`config.mk`:
```
export PLATFORM = sky130hd
export DESIGN_NAME = gb_bus_decode
export DESIGN_NICKNAME = d
export VERILOG_FILES = /design/src/gb_map_pkg.sv /design/src/gb_types_pkg.sv /design/src/gb_bus_decode.sv
export SDC_FILE = /design/constraint.sdc
export NUM_CORES = 1
export LEC_CHECK = 0
export ABC_AREA = 1
export BUFFER_PORTS_ARGS = -buffer_cell sky130_fd_sc_hd__buf_2
export CORE_ASPECT_RATIO = 0.5
export CORE_MARGIN = 3
export CORE_UTILIZATION = 32
export DETAILED_ROUTE_END_ITERATION = 10
export PLACE_DENSITY_LB_ADDON = 0.3
export SETUP_SLACK_MARGIN = 0.02
export SKIP_LAST_GASP = 1
export SLEW_MARGIN = 30
export SYNTH_ARGS = -nofsm -noshare
export SYNTH_HDL_FRONTEND = slang
export SYNTH_SLANG_ARGS = --single-unit
export TNS_END_PERCENT = 5
```
`constraint.sdc`:
```
create_clock -name vclk -period 1.15
set_input_delay 0.1725 -clock vclk [all_inputs]
set_output_delay 0.1725 -clock vclk [all_outputs]
set_load 0.02 [all_outputs]
```
`src/gb_map_pkg.sv`:
```
`default_nettype none

package gb_map_pkg;

	// -------------------------------------------------------------------
	// io register addresses
	// -------------------------------------------------------------------
	localparam logic [15:0] addr_joyp = 16'hff00; // P1 joypad select
	localparam logic [15:0] addr_div  = 16'hff04; // timer block starts here
	localparam logic [15:0] addr_tima = 16'hff05;
	localparam logic [15:0] addr_tma  = 16'hff06;
	localparam logic [15:0] addr_tac  = 16'hff07;
	localparam logic [15:0] addr_if   = 16'hff0f; // interrupt flags
	localparam logic [15:0] addr_key1 = 16'hff4d; // colour speed switch
	localparam logic [15:0] addr_svbk = 16'hff70; // colour wram bank
	localparam logic [15:0] addr_ie   = 16'hffff; // interrupt enable

	// ram windows
	localparam logic [1:0] iram_base_bits = 2'b11;     // c000 and up
	localparam logic [8:0] zpram_page     = 9'h1ff;    // ff80 - fffe

	// interrupt vectors, bit 0 first
	localparam logic [7:0] vec_vblank = 8'h40;
	localparam logic [7:0] vec_lcd    = 8'h48;
	localparam logic [7:0] vec_timer  = 8'h50;
	localparam logic [7:0] vec_serial = 8'h58;
	localparam logic [7:0] vec_joypad = 8'h60;
	localparam logic [7:0] vec_none   = 8'h55; // nothing pending

	localparam logic [7:0] open_bus  = 8'hff;
	localparam int         irq_count = 5;

	// divider bit per TAC rate code 00..11
	localparam int tac_tap_bits [0:3] = '{9, 3, 5, 7};

	localparam logic [2:0] svbk_reset = 3'd1;
	localparam logic [1:0] p54_reset  = 2'b11; // both groups deselected

endpackage

`default_nettype wire

```
`src/gb_types_pkg.sv`:
```
`default_nettype none

package gb_types_pkg;

	// -------------------------------------------------------------------
	// plain widths
	// -------------------------------------------------------------------
	typedef logic [7:0]  byte_t;
	typedef logic [15:0] cpu_addr_t;
	typedef logic [gb_map_pkg::irq_count-1:0] irq_mask_t; // one bit per source
	typedef logic [2:0]  wram_bank_t;
	typedef logic [14:0] iram_addr_t;  // 32k physical
	typedef logic [15:0] div_count_t;  // DIV is the upper byte

	// -------------------------------------------------------------------
	// bus and selects
	// -------------------------------------------------------------------
	typedef struct packed {
		cpu_addr_t addr;
		byte_t     wdata;
		logic      rd;
		logic      wr;     // commits on the rising edge
	} cpu_bus_t;

	typedef struct packed {
		logic joyp;
		logic timer;   // ff04 - ff07
		logic intf;
		logic ie;
		logic key1;
		logic svbk;
		logic iram;    // c000 - fdff incl. echo
		logic zpram;   // ff80 - fffe
	} gb_sel_t;

	// KEY1 speed switch
	typedef enum logic [1:0] {
		spd_normal,
		spd_normal_armed,
		spd_double,
		spd_double_armed
	} speed_state_t;

endpackage

`default_nettype wire

```
`src/gb_bus_decode.sv`:
```
`timescale 1ns/1ps
`default_nettype none

module gb_bus_decode (
	input  wire gb_types_pkg::cpu_bus_t bus,
	input  wire                         irq_ack,
	input  wire gb_types_pkg::byte_t    irq_vec,
	input  wire gb_types_pkg::byte_t    timer_rdata,
	input  wire gb_types_pkg::byte_t    joy_rdata,
	input  wire gb_types_pkg::byte_t    key1_rdata,
	input  wire gb_types_pkg::byte_t    svbk_rdata,
	input  wire gb_types_pkg::byte_t    ram_rdata,
	input  wire gb_types_pkg::byte_t    if_rdata,
	input  wire gb_types_pkg::byte_t    ie_rdata,
	output gb_types_pkg::gb_sel_t       sel,
	output gb_types_pkg::byte_t         rdata
);

	// -------------------------------------------------------------------
	// address decode
	// -------------------------------------------------------------------
	always_comb begin
		sel.joyp  = (bus.addr == gb_map_pkg::addr_joyp);
		sel.timer = (bus.addr[15:2] == gb_map_pkg::addr_div[15:2]); // ff04..ff07
		sel.intf  = (bus.addr == gb_map_pkg::addr_if);
		sel.ie    = (bus.addr == gb_map_pkg::addr_ie);
		sel.key1  = (bus.addr == gb_map_pkg::addr_key1);
		sel.svbk  = (bus.addr == gb_map_pkg::addr_svbk);
		// c000 up to fdff, fe00 and above is io space
		sel.iram  = (bus.addr[15:14] == gb_map_pkg::iram_base_bits) &&
			(bus.addr[15:9] != 7'h7f);
		// ffff is IE and not zero page
		sel.zpram = (bus.addr[15:7] == gb_map_pkg::zpram_page) &&
			(bus.addr != gb_map_pkg::addr_ie);
	end

	// -------------------------------------------------------------------
	// cpu read data
	// -------------------------------------------------------------------
	// selects are one-hot, ack cycle wins over everything
	always_comb begin
		if (irq_ack)
			rdata = irq_vec;          // vector fetch
		else if (sel.intf)
			rdata = if_rdata;
		else if (sel.ie)
			rdata = ie_rdata;
		else if (sel.joyp)
			rdata = joy_rdata;
		else if (sel.timer)
			rdata = timer_rdata;
		else if (sel.key1)
			rdata = key1_rdata;
		else if (sel.svbk)
			rdata = svbk_rdata;
		else if (sel.iram || sel.zpram)
			rdata = ram_rdata;        // registered, valid a cycle later
		else
			rdata = gb_map_pkg::open_bus;
	end

endmodule

`default_nettype wire

```
======== Word level (Yosys, flattened, before mapping) ========
Cells that the tools add are included.
word-level totals
  register bits after elaboration ......... 0
  input bits .............................. 91
  output and inout port bits .............. 16
  word-level logic and storage cells ...... 21
operators by class
  equality and inequality tests ........... 10
  muxes and demuxes ....................... 8
  reduce and logical (&&, ||, !) cells .... 3
operators with widths
  operator                count
  $eq A16 B16 Y1 const B  5
  $mux W8                 8
  $ne A16 B16 Y1 const B  1
  $eq A14 B14 Y1 const B  1
  $eq A9 B9 Y1 const B    1
  $ne A7 B7 Y1 const B    1
  $eq A2 B2 Y1 const B    1
  $logic_and A1 B1 Y1     2
  $logic_or A1 B1 Y1      1

======== Logic depth before layout (Yosys ltp) ========
Gate-level depths: netlist of run 1.
  depth after elaboration ................. 11
  depth in mapped cells ................... 11

======== Least setup slack after synthesis of run 1 ========
OpenSTA, ideal clock, no wires.
  path type ............................... in2out
  start point ............................. input bus[15] (netlist bit)
  end point ............................... output rdata[7]
  arrival ................................. 1.341 ns
  setup slack ............................. -0.363 ns
  stages .................................. 9
  cells stage by stage .................... nor2_2 > nand3_4 > inv_2 > nand3_2 > inv_2 > nand2_1 > nand2_1 > inv_1 > a21oi_1
RTL lines
  what                RTL line             RTL
  start: declaration  gb_bus_decode.sv:5   input wire gb_types_pkg::cpu_bus_t bus,
  end: declaration    gb_bus_decode.sv:16  output gb_types_pkg::byte_t rdata

======== Final worst setup path of run 1 ========
  start point ............................. input bus[13] (netlist bit)
  end point ............................... output rdata[6]
between the ends
  cells in the longest elaborated chain, start to end .. 11
  elaborated cells between the ends (all ways) .. 17
  classes of those cells .................. eq/ne (7); mux (8); reduce/logical (2)
RTL lines
  what                 RTL line             RTL
  $ne A16 B16 Y1       gb_bus_decode.sv:34  (bus.addr != gb_map_pkg::addr_ie);
  $logic_and A1 B1 Y1  gb_bus_decode.sv:33  sel.zpram = (bus.addr[15:7] == gb_map_pkg::zpram_page) &&
  $logic_or A1 B1 Y1   gb_bus_decode.sv:56  else if (sel.iram || sel.zpram)
  $mux W8              gb_bus_decode.sv:56
  $mux W8              gb_bus_decode.sv:54  else if (sel.svbk)
  $mux W8              gb_bus_decode.sv:52  else if (sel.key1)
  $mux W8              gb_bus_decode.sv:50  else if (sel.timer)
  $mux W8              gb_bus_decode.sv:48  else if (sel.joyp)
  $mux W8              gb_bus_decode.sv:46  else if (sel.ie)
  $mux W8 *            gb_bus_decode.sv:44  else if (sel.intf)
  $mux W8 *            gb_bus_decode.sv:42  if (irq_ack)
Every way passes the cells marked *; elsewhere a longest branch is shown, timed or not.

==> results of run 1 <==
area by class of cell:
cell class                 instances  area [um2]
multi-input combinational        142        1000
inverter                          25        98.8
timing repair buffer             121         768
tap                               37        46.3
fill                             244         754
tightest hold or removal path: stages:
cell and delay, ns:
buf_2 0.08, nand2_1 0.05, nand2_2 0.06, buf_6 0.11
worst paths after layout:
path                        from  depth (start not counted)        to  slack [ns]
worst max-delay path     bus[13]                         11  rdata[6]       -0.48
worst min-delay path  irq_vec[3]                          4  rdata[3]        0.65
through the flow:
stage	std cells	hold slack (ns)
floorplan	168	0.486
global placement	324	0.669
detailed placement	324	0.672
CTS	325	0.644
global route	325	0.675
finish	325	0.649
layout by cell type (no fill, tap or decap), types with 2 or more instances in the layout:
| cell | netlist | final |
|---|---|---|
| buf_2 | 0 | 79 |
| buf_4 | 0 | 29 |
| nand3b_1 | 24 | 24 |
| nand2_1 | 37 | 22 |
| inv_1 | 20 | 17 |
| nand2_2 | 3 | 14 |
| nor2_1 | 17 | 14 |
| buf_6 | 0 | 12 |
| nand3_1 | 11 | 9 |
| nor4_2 | 0 | 8 |
| or2_0 | 8 | 8 |
| nor3_1 | 8 | 7 |
| o21ai_0 | 7 | 7 |
| nand2_4 | 2 | 6 |
| inv_2 | 5 | 6 |
| nor2_4 | 3 | 6 |
| nand3_2 | 2 | 4 |
| nor2_2 | 3 | 3 |
| inv_4 | 0 | 2 |
| nand3_4 | 2 | 2 |
| nand4_1 | 2 | 2 |
cells in the mapped netlist:
| master | n | area, um2 |
|---|---|---|
| nand2_1 | 37 | 139 |
| nand2_2 | 3 | 18.8 |
| inv_1 | 20 | 75.1 |
| inv_2 | 5 | 18.8 |
| nand3b_1 | 24 | 180 |
| nor2_8 | 1 | 20.0 |
| or2_0 | 8 | 50.1 |
| o21ai_2 | 1 | 8.76 |
| nor3_1 | 8 | 40.0 |
| nand2_4 | 2 | 22.5 |
| nand3_1 | 11 | 55.1 |
| a21oi_1 | 1 | 5.00 |
| clkbuf_1 | 1 | 3.75 |
| nor2_1 | 17 | 63.8 |
| nand3_2 | 2 | 20.0 |
| nor2_2 | 3 | 18.8 |
| nand4_1 | 2 | 12.5 |
| nand3_4 | 2 | 35.0 |
| nor2_4 | 3 | 33.8 |
| o21ai_0 | 7 | 35.0 |
| nor4_1 | 10 | 62.6 |
metal layers:
metal  vias up  track usage, %  share of wire [%]
met5         -               0                  0
met4         0            3.97                1.6
met3         6           0.830                4.7
met2        46            45.3                 56
met1       706            25.2                 38
li1        800               -                  -
kinds of logic (layout without fill, tap and decap cells):
group	Yosys count	in the layout	synth area share, %
buf+inv	26	146	10.6
compound gates	9	9	5.31
simple gates	133	133	84.1
timing repair:
| action | in CTS | in global routing |
|---|---|---|
| cloned | 0 | 0 |
| buffers inserted | 1 | 0 |
| gates resized for setup | 57 | 0 |
| pin swaps | 32 | 0 |
| endpoints found under the setup margin | 14 | 16 |
report_power, final:
group | switching, uW | internal (uW) | leakage [uW] | total (uW)
registers | 0 | 0 | 0 | 0
clock network | 0 | 0 | 0 | 0
logic | 235 | 254 | 0.00103 | 488
==> impl_metrics.yaml, run 1 <==
die:
  core_um2: 2670
  floorplan.initialDensity_pct: 34.4
  dieArea_um2: 3590
  dieHeight_um: 43.9
  die_x_um: 81.8
  rows: 13
  ios: 107
finish:
  regArea_um2: 0
  drive_gt1_share_pct: 61.5
  utilization_pct: 71.7
  n_antenna_cell: 0
  syn_to_final_growth_pct: 108
  design_area_um2: 1910
  num-clock-buffers: 0
  seq_cell_count: 0
  nNetsFinal: 381
setup_path:
  cp-end-kind: "output pin"
  critPathMaxStageDelay_ns: 0.18
  crit_fanout: 6
  cp_top_family: "simple AND/OR/NAND/NOR gates"
  crit_buf_inv: 3
  path_cells: "buf_4, nor2_1, nand3_2, nor2_8, buf_12, nand3b_1, nand3_1, nor3_2, nand3b_1, nand2_2, buf_2"
  arrival_ns: 1.46
  path_class: "in -> out"
  worst_setup_path_start_kind: "input pin"
  critPathSlowestCell: "nand3_2"
  required_ns: 0.98
  critPathMostFrequentCell: "nand3b_1"
drt:
  firstDrtPassIters: 4
  drt-total-wl_um: 3990
  drc: 0
  via_per_inst: 4.79
  antenna_left: 0
  vias: 1558
  wl_per_cell_um: 12.3
  drt-initial-drc-count: 50
placed_design:
  gp_routability_congestion: 0.787
  placed_cell_area_um2: 1670
  hpwl_um: 3150
  portBuffers: 97
  dp_slack_ns: -0.522
pwr:
  p_leak_uw: 0.00103
  p_per_area_nw_per_um2: 255
  irDropWorstVdd_mv: 0.167
  p_total_uw: 488
run:
  maxCapViolCount: 0
timing:
  hold_violations: 0
  fin_crit_sh_pct: 142
  worstMarginPinSlew_ns: 0.324
  finalSetupViolCount: 15
  max_slew_margin_pct: 78.4
  max_freq_mhz: 614
  min_period_ns: 1.63
  post-route-worst-setup-slack_ns: -0.478
  rsz0062_at_grt: "yes"
  tns_ns: -4.45
  slew_viol_final: 0
clock_tree:
  hold_buffers: 0
global_routing:
  antenna_found_initial: 0
  grt_overflow_total: 0
  grt_pass1_wl_um: 6350
  grt.total_usage_pct: 22.0
  grt_pass1_vias: 1515
  grt_max_degree: 10
outcome:
  status: "complete, but fails checks"
  violations: "negative setup slack"
synthesis:
  syn_nets: 259
  ys_types: 21
  seq_area_frac_synth_pct: 0
  syn_area_um2: 918
  yosysWarnings: 0
  netlist_instances: 168
  avgSynthCellArea_um2: 5.47
hold_path:
  holdCritPathClass: "in -> out"
(Power assumes the default switching activity.)
==> run 2, diff against run 1 <==
--- a/config.mk
+++ b/config.mk
@@ -18,4 +18,3 @@
 export SYNTH_ARGS = -nofsm -noshare
 export SYNTH_HDL_FRONTEND = slang
 export SYNTH_SLANG_ARGS = --single-unit
-export TNS_END_PERCENT = 5
==> run 2 against run 1 <==
The flow still finishes with violations (negative setup slack). Design area up 18%. Hold slack worse by 0.0097 ns. Sequential share of layout area unchanged. Combinational power up 18%. Total power up 17%. Sequential cell count unchanged. Via count up 12%. Critical path depth unchanged. Wire length up 25%. Largest power group unchanged.
==> impl_metrics.yaml, run 2 (synthesized netlist as in run 1, its figures left out) <==
finish:
  final_common_cell: "buf_2"
  multi_input_area_um2: 1100
  syn_to_final_growth_pct: 147
  regArea_um2: 0
  seq_cell_count: 0
  drive_gt1_share_pct: 65.1
  utilization_pct: 84.9
  n_antenna_cell: 0
  n_fill_cell: 146
  mostFrequentLayoutCells: "buf_2 (68), buf_6 (29), buf_4 (27), nand3b_1 (24), nand2_1 (21)"
  nNetsFinal: 394
  num-clock-buffers: 0
placed_design:
  gp_routability_congestion: 0.742
  portBuffers: 97
  dp_slack_ns: -0.556
  hpwl_um: 3200
setup_path:
  worstSetupStartpoint: "bus[25]"
  path_class: "in -> out"
  cp-end-kind: "output pin"
  required_ns: 0.98
  arrival_ns: 1.50
  worst_setup_path_start_kind: "input pin"
  crit_fanout: 8
drt:
  wl_per_cell_um: 14.7
  drt-initial-drc-count: 118
  antenna_left: 0
  firstDrtPassIters: 4
  via_per_inst: 5.16
  drt-total-wl_um: 4980
  drc: 0
  vias: 1744
global_routing:
  grt_max_degree: 10
  antenna_found_initial: 0
  grt_pass1_vias: 1597
  grt_pass1_wl_um: 6780
  grt.total_usage_pct: 23.6
  grt_overflow_total: 0
pwr:
  p_sw_uw: 268
  combPwrFrac_pct: 100.0
  internal_power_uw: 305
  p_sw_share_pct: 46.8
  p_seq_share_pct: 0
  irDropWorstVdd_mv: 0.219
  p_per_area_nw_per_um2: 253
  p_clk_share_pct: 0
  p_leak_uw: 0.00116
hold_path:
  holdCritPathClass: "in -> out"
  hp-start: "irq_vec[3]"
run:
  maxCapViolCount: 0
timing:
  max_freq_mhz: 600
  fin_crit_sh_pct: 145
  rsz0062_at_grt: "yes"
  worstMarginPinSlew_ns: 0.344
  post-route-worst-setup-slack_ns: -0.518
  slew_viol_final: 0
  min_period_ns: 1.67
  finalSetupViolCount: 14
  hold_violations: 0
  max_slew_margin_pct: 77.0
die:
  die_x_um: 81.8
  core_um2: 2670
  dieArea_um2: 3590
  floorplan.initialDensity_pct: 34.4
  ios: 107
  rows: 13
  dieHeight_um: 43.9
outcome:
  status: "complete, but fails checks"
  violations: "negative setup slack"
==> run 2: cell types whose count changed in the layout (fill, tap and decap cells not counted), moves of 4 or more <==
cell / before / now
buf_6: 12 / 29
nor2_1: 14 / 10
buf_2: 79 / 68
inv_2: 6 / 2
buf_8: 0 / 4
==> run 2: stage by stage <==
stage	power [uW]	setup TNS (ns)	cells	area, um2	hold WS [ns]
after floorplan	179	-1.32	168	991	0.485
after global placement	400	-4.37	319	1650	0.660
after detailed placement	408	-4.77	319	1650	0.670
after CTS	510	-4.10	330	2080	0.638
after global routing	606	-5.98	338	2260	0.645
final	574	-5.06	338	2260	0.639
==> run 2: layout make-up <==
| class | instances | share of cell area [%] |
|---|---|---|
| Tap cell | 37 | 2.04 |
| Timing Repair Buffer | 132 | 44.8 |
| Inverter | 25 | 4.59 |
| Multi-Input combinational cell | 144 | 48.6 |
==> run 2: repair_timing <==
action	CTS	global route
setup buffers	9	8
hold buffers	0	0
resized for setup	84	26
endpoints found under the setup margin	15	15
gates cloned	2	1
pin swaps	37	12
==> run 2: power by group through the flow <==
stage | clock (uW) | sequential [uW] | combinational, uW
after floorplan | 0 | 0 | 179
after CTS | 0 | 0 | 510
after detailed placement | 0 | 0 | 408
after global routing | 0 | 0 | 606
final | 0 | 0 | 574
after global placement | 0 | 0 | 400
==> run 2: per-layer routing <==
| metal | share of wire [%] | vias to the layer above | GRT usage [%] |
|---|---|---|---|
| met5 | 0 | - | 0 |
| met4 | 3.2 | 0 | 1.99 |
| met3 | 9.5 | 17 | 1.45 |
| met2 | 53 | 92 | 49.0 |
| met1 | 34 | 805 | 27.3 |
| li1 | - | 830 | - |
==> run 2: worst paths after layout <==
check	slack, ns	depth (start not counted)	to
max	-0.52	11	rdata[0]
min	0.64	4	rdata[3]
==> run 2: critical path, cell delays in order <==
cell and delay, ns:
buf_6 0.07, nand2_2 0.06, buf_4 0.14, nor2_1 0.11
nand4_1 0.12, buf_4 0.20, nor4_2 0.19, nor3_2 0.09
nand3b_1 0.14, nand2_2 0.07, buf_6 0.13
==> run 3, diff against run 2 <==
--- a/config.mk
+++ b/config.mk
@@ -13,7 +13,6 @@
 export DETAILED_ROUTE_END_ITERATION = 10
 export PLACE_DENSITY_LB_ADDON = 0.3
 export SETUP_SLACK_MARGIN = 0.02
-export SKIP_LAST_GASP = 1
 export SLEW_MARGIN = 30
 export SYNTH_ARGS = -nofsm -noshare
 export SYNTH_HDL_FRONTEND = slang
==> run 3 against run 2 <==
The flow still finishes with violations (negative setup slack). Utilization grew 0.89 points. Critical path depth shrank 1. Total power grew 3.0%. Fmax grew 1.2%. Count of clock-buffer cells in the layout is the same. Largest cell class unchanged.
==> impl_metrics.yaml, run 3 (synthesized netlist as in run 1, its figures left out) <==
outcome:
  status: "complete, but fails checks"
  violations: "negative setup slack"
setup_path:
  arrival_ns: 1.48
  path_class: "in -> out"
  required_ns: 0.98
  worst_setup_path_start_kind: "input pin"
  crit_fanout: 8
  cp-end-kind: "output pin"
pwr:
  p_sw_share_pct: 48.4
  p_leak_uw: 0.00117
  p_sw_uw: 286
  p_total_uw: 591
  combPwrFrac_pct: 100.0
  internal_power_uw: 305
  p_clk_share_pct: 0
  p_seq_share_pct: 0
  p_per_area_nw_per_um2: 258
  irDropWorstVdd_mv: 0.213
timing:
  rsz0062_at_grt: "yes"
  fin_crit_sh_pct: 143
  hold_violations: 0
  slew_viol_final: 0
  post-route-worst-setup-slack_ns: -0.499
  tns_ns: -4.73
  min_period_ns: 1.65
  hold_slack_ns: 0.637
  finalSetupViolCount: 14
  max_freq_mhz: 607
  max_slew_margin_pct: 76.1
  worstMarginPinSlew_ns: 0.355
drt:
  via_per_inst: 5.43
  drc: 0
  drt-total-wl_um: 5460
  drt-initial-drc-count: 121
  firstDrtPassIters: 4
  wl_per_cell_um: 16.3
  antenna_left: 0
  vias: 1820
finish:
  mostFrequentLayoutCells: "buf_2 (68), buf_6 (28), buf_4 (25), nand3b_1 (24), nand2_1 (18)"
  seq_cell_count: 0
  nNetsFinal: 391
  regArea_um2: 0
  n_antenna_cell: 0
  n_fill_cell: 152
  multi_input_area_um2: 1160
  syn_to_final_growth_pct: 149
  drive_gt1_share_pct: 68.5
  num-clock-buffers: 0
  final_common_cell: "buf_2"
  utilization_pct: 85.8
placed_design:
  dp_slack_ns: -0.556
  portBuffers: 97
  hpwl_um: 3200
  gp_routability_congestion: 0.742
global_routing:
  antenna_found_initial: 0
  grt_pass1_vias: 1600
  grt_pass1_wl_um: 6860
  grt_overflow_total: 0
  grt.total_usage_pct: 23.9
  grt_max_degree: 10
run:
  maxCapViolCount: 0
clock_tree:
  hold_buffers: 0
die:
  rows: 13
  core_um2: 2670
  ios: 107
  dieHeight_um: 43.9
  die_x_um: 81.8
  floorplan.initialDensity_pct: 34.4
  dieArea_um2: 3590
hold_path:
  holdCritPathClass: "in -> out"
==> run 3: cell count changes in the layout (fill, tap and decap cells not counted), sizes merged <==
cell	before	now
buf	131	129
clkbuf	1	0
==> run 3: layout make-up <==
type                            count  share of cell area [%]
Inverter                           25                    4.54
Tap cell                           37                    2.02
Timing Repair Buffer              129                    42.8
Multi-Input combinational cell    144                    50.7
==> run 3: what timing repair did <==
action / 4_1_cts / 5_1_grt
pin swaps: 38 / 23
buffers inserted: 9 / 6
resized for setup: 91 / 37
setup endpoints to repair: 15 / 15
hold endpoints to repair: 0 / 0
cloned: 2 / 0
==> run 3: path summary, 6_finish.rpt <==
path | startpoint | to | slack, ns | cells after the start
worst max-delay path | bus[18] | rdata[3] | -0.50 | 10
worst min-delay path | irq_vec[0] | rdata[0] | 0.64 | 4
==> run 3: power groups by stage <==
| stage | Sequential (uW) | Clock (uW) | Combinational [uW] |
|---|---|---|---|
| finish | 0 | 0 | 591 |
| global route | 0 | 0 | 623 |
| CTS | 0 | 0 | 523 |
| detailed placement | 0 | 0 | 408 |
| global placement | 0 | 0 | 400 |
| floorplan | 0 | 0 | 179 |
==> run 3: per-layer routing <==
layer  GRT usage [%]  vias to the layer above  part of all wire, %
met5               0                        -                    0
met4            2.98                        0                  5.7
met3            2.28                       36                  7.5
met2            47.7                      127                   53
met1            28.2                      829                   34
li1                -                      828                    -
==> run 3: per-stage QoR <==
| step | cells | instance area, um2 |
|---|---|---|
| 2_1_floorplan | 168 | 991 |
| 3_3_place_gp | 319 | 1650 |
| 3_5_place_dp | 319 | 1650 |
| 4_1_cts | 330 | 2110 |
| 5_1_grt | 335 | 2290 |
| 6_report | 335 | 2290 |
==> run 3: critical path, cell delays in order <==
cell and delay (ns):
buf_6 0.08, nand2_4 0.05, nor2_4 0.11, nand3_4 0.18, nor2_4 0.21, inv_4 0.07, or2_0 0.26, nand3b_1 0.15
nand2_2 0.07, buf_6 0.13
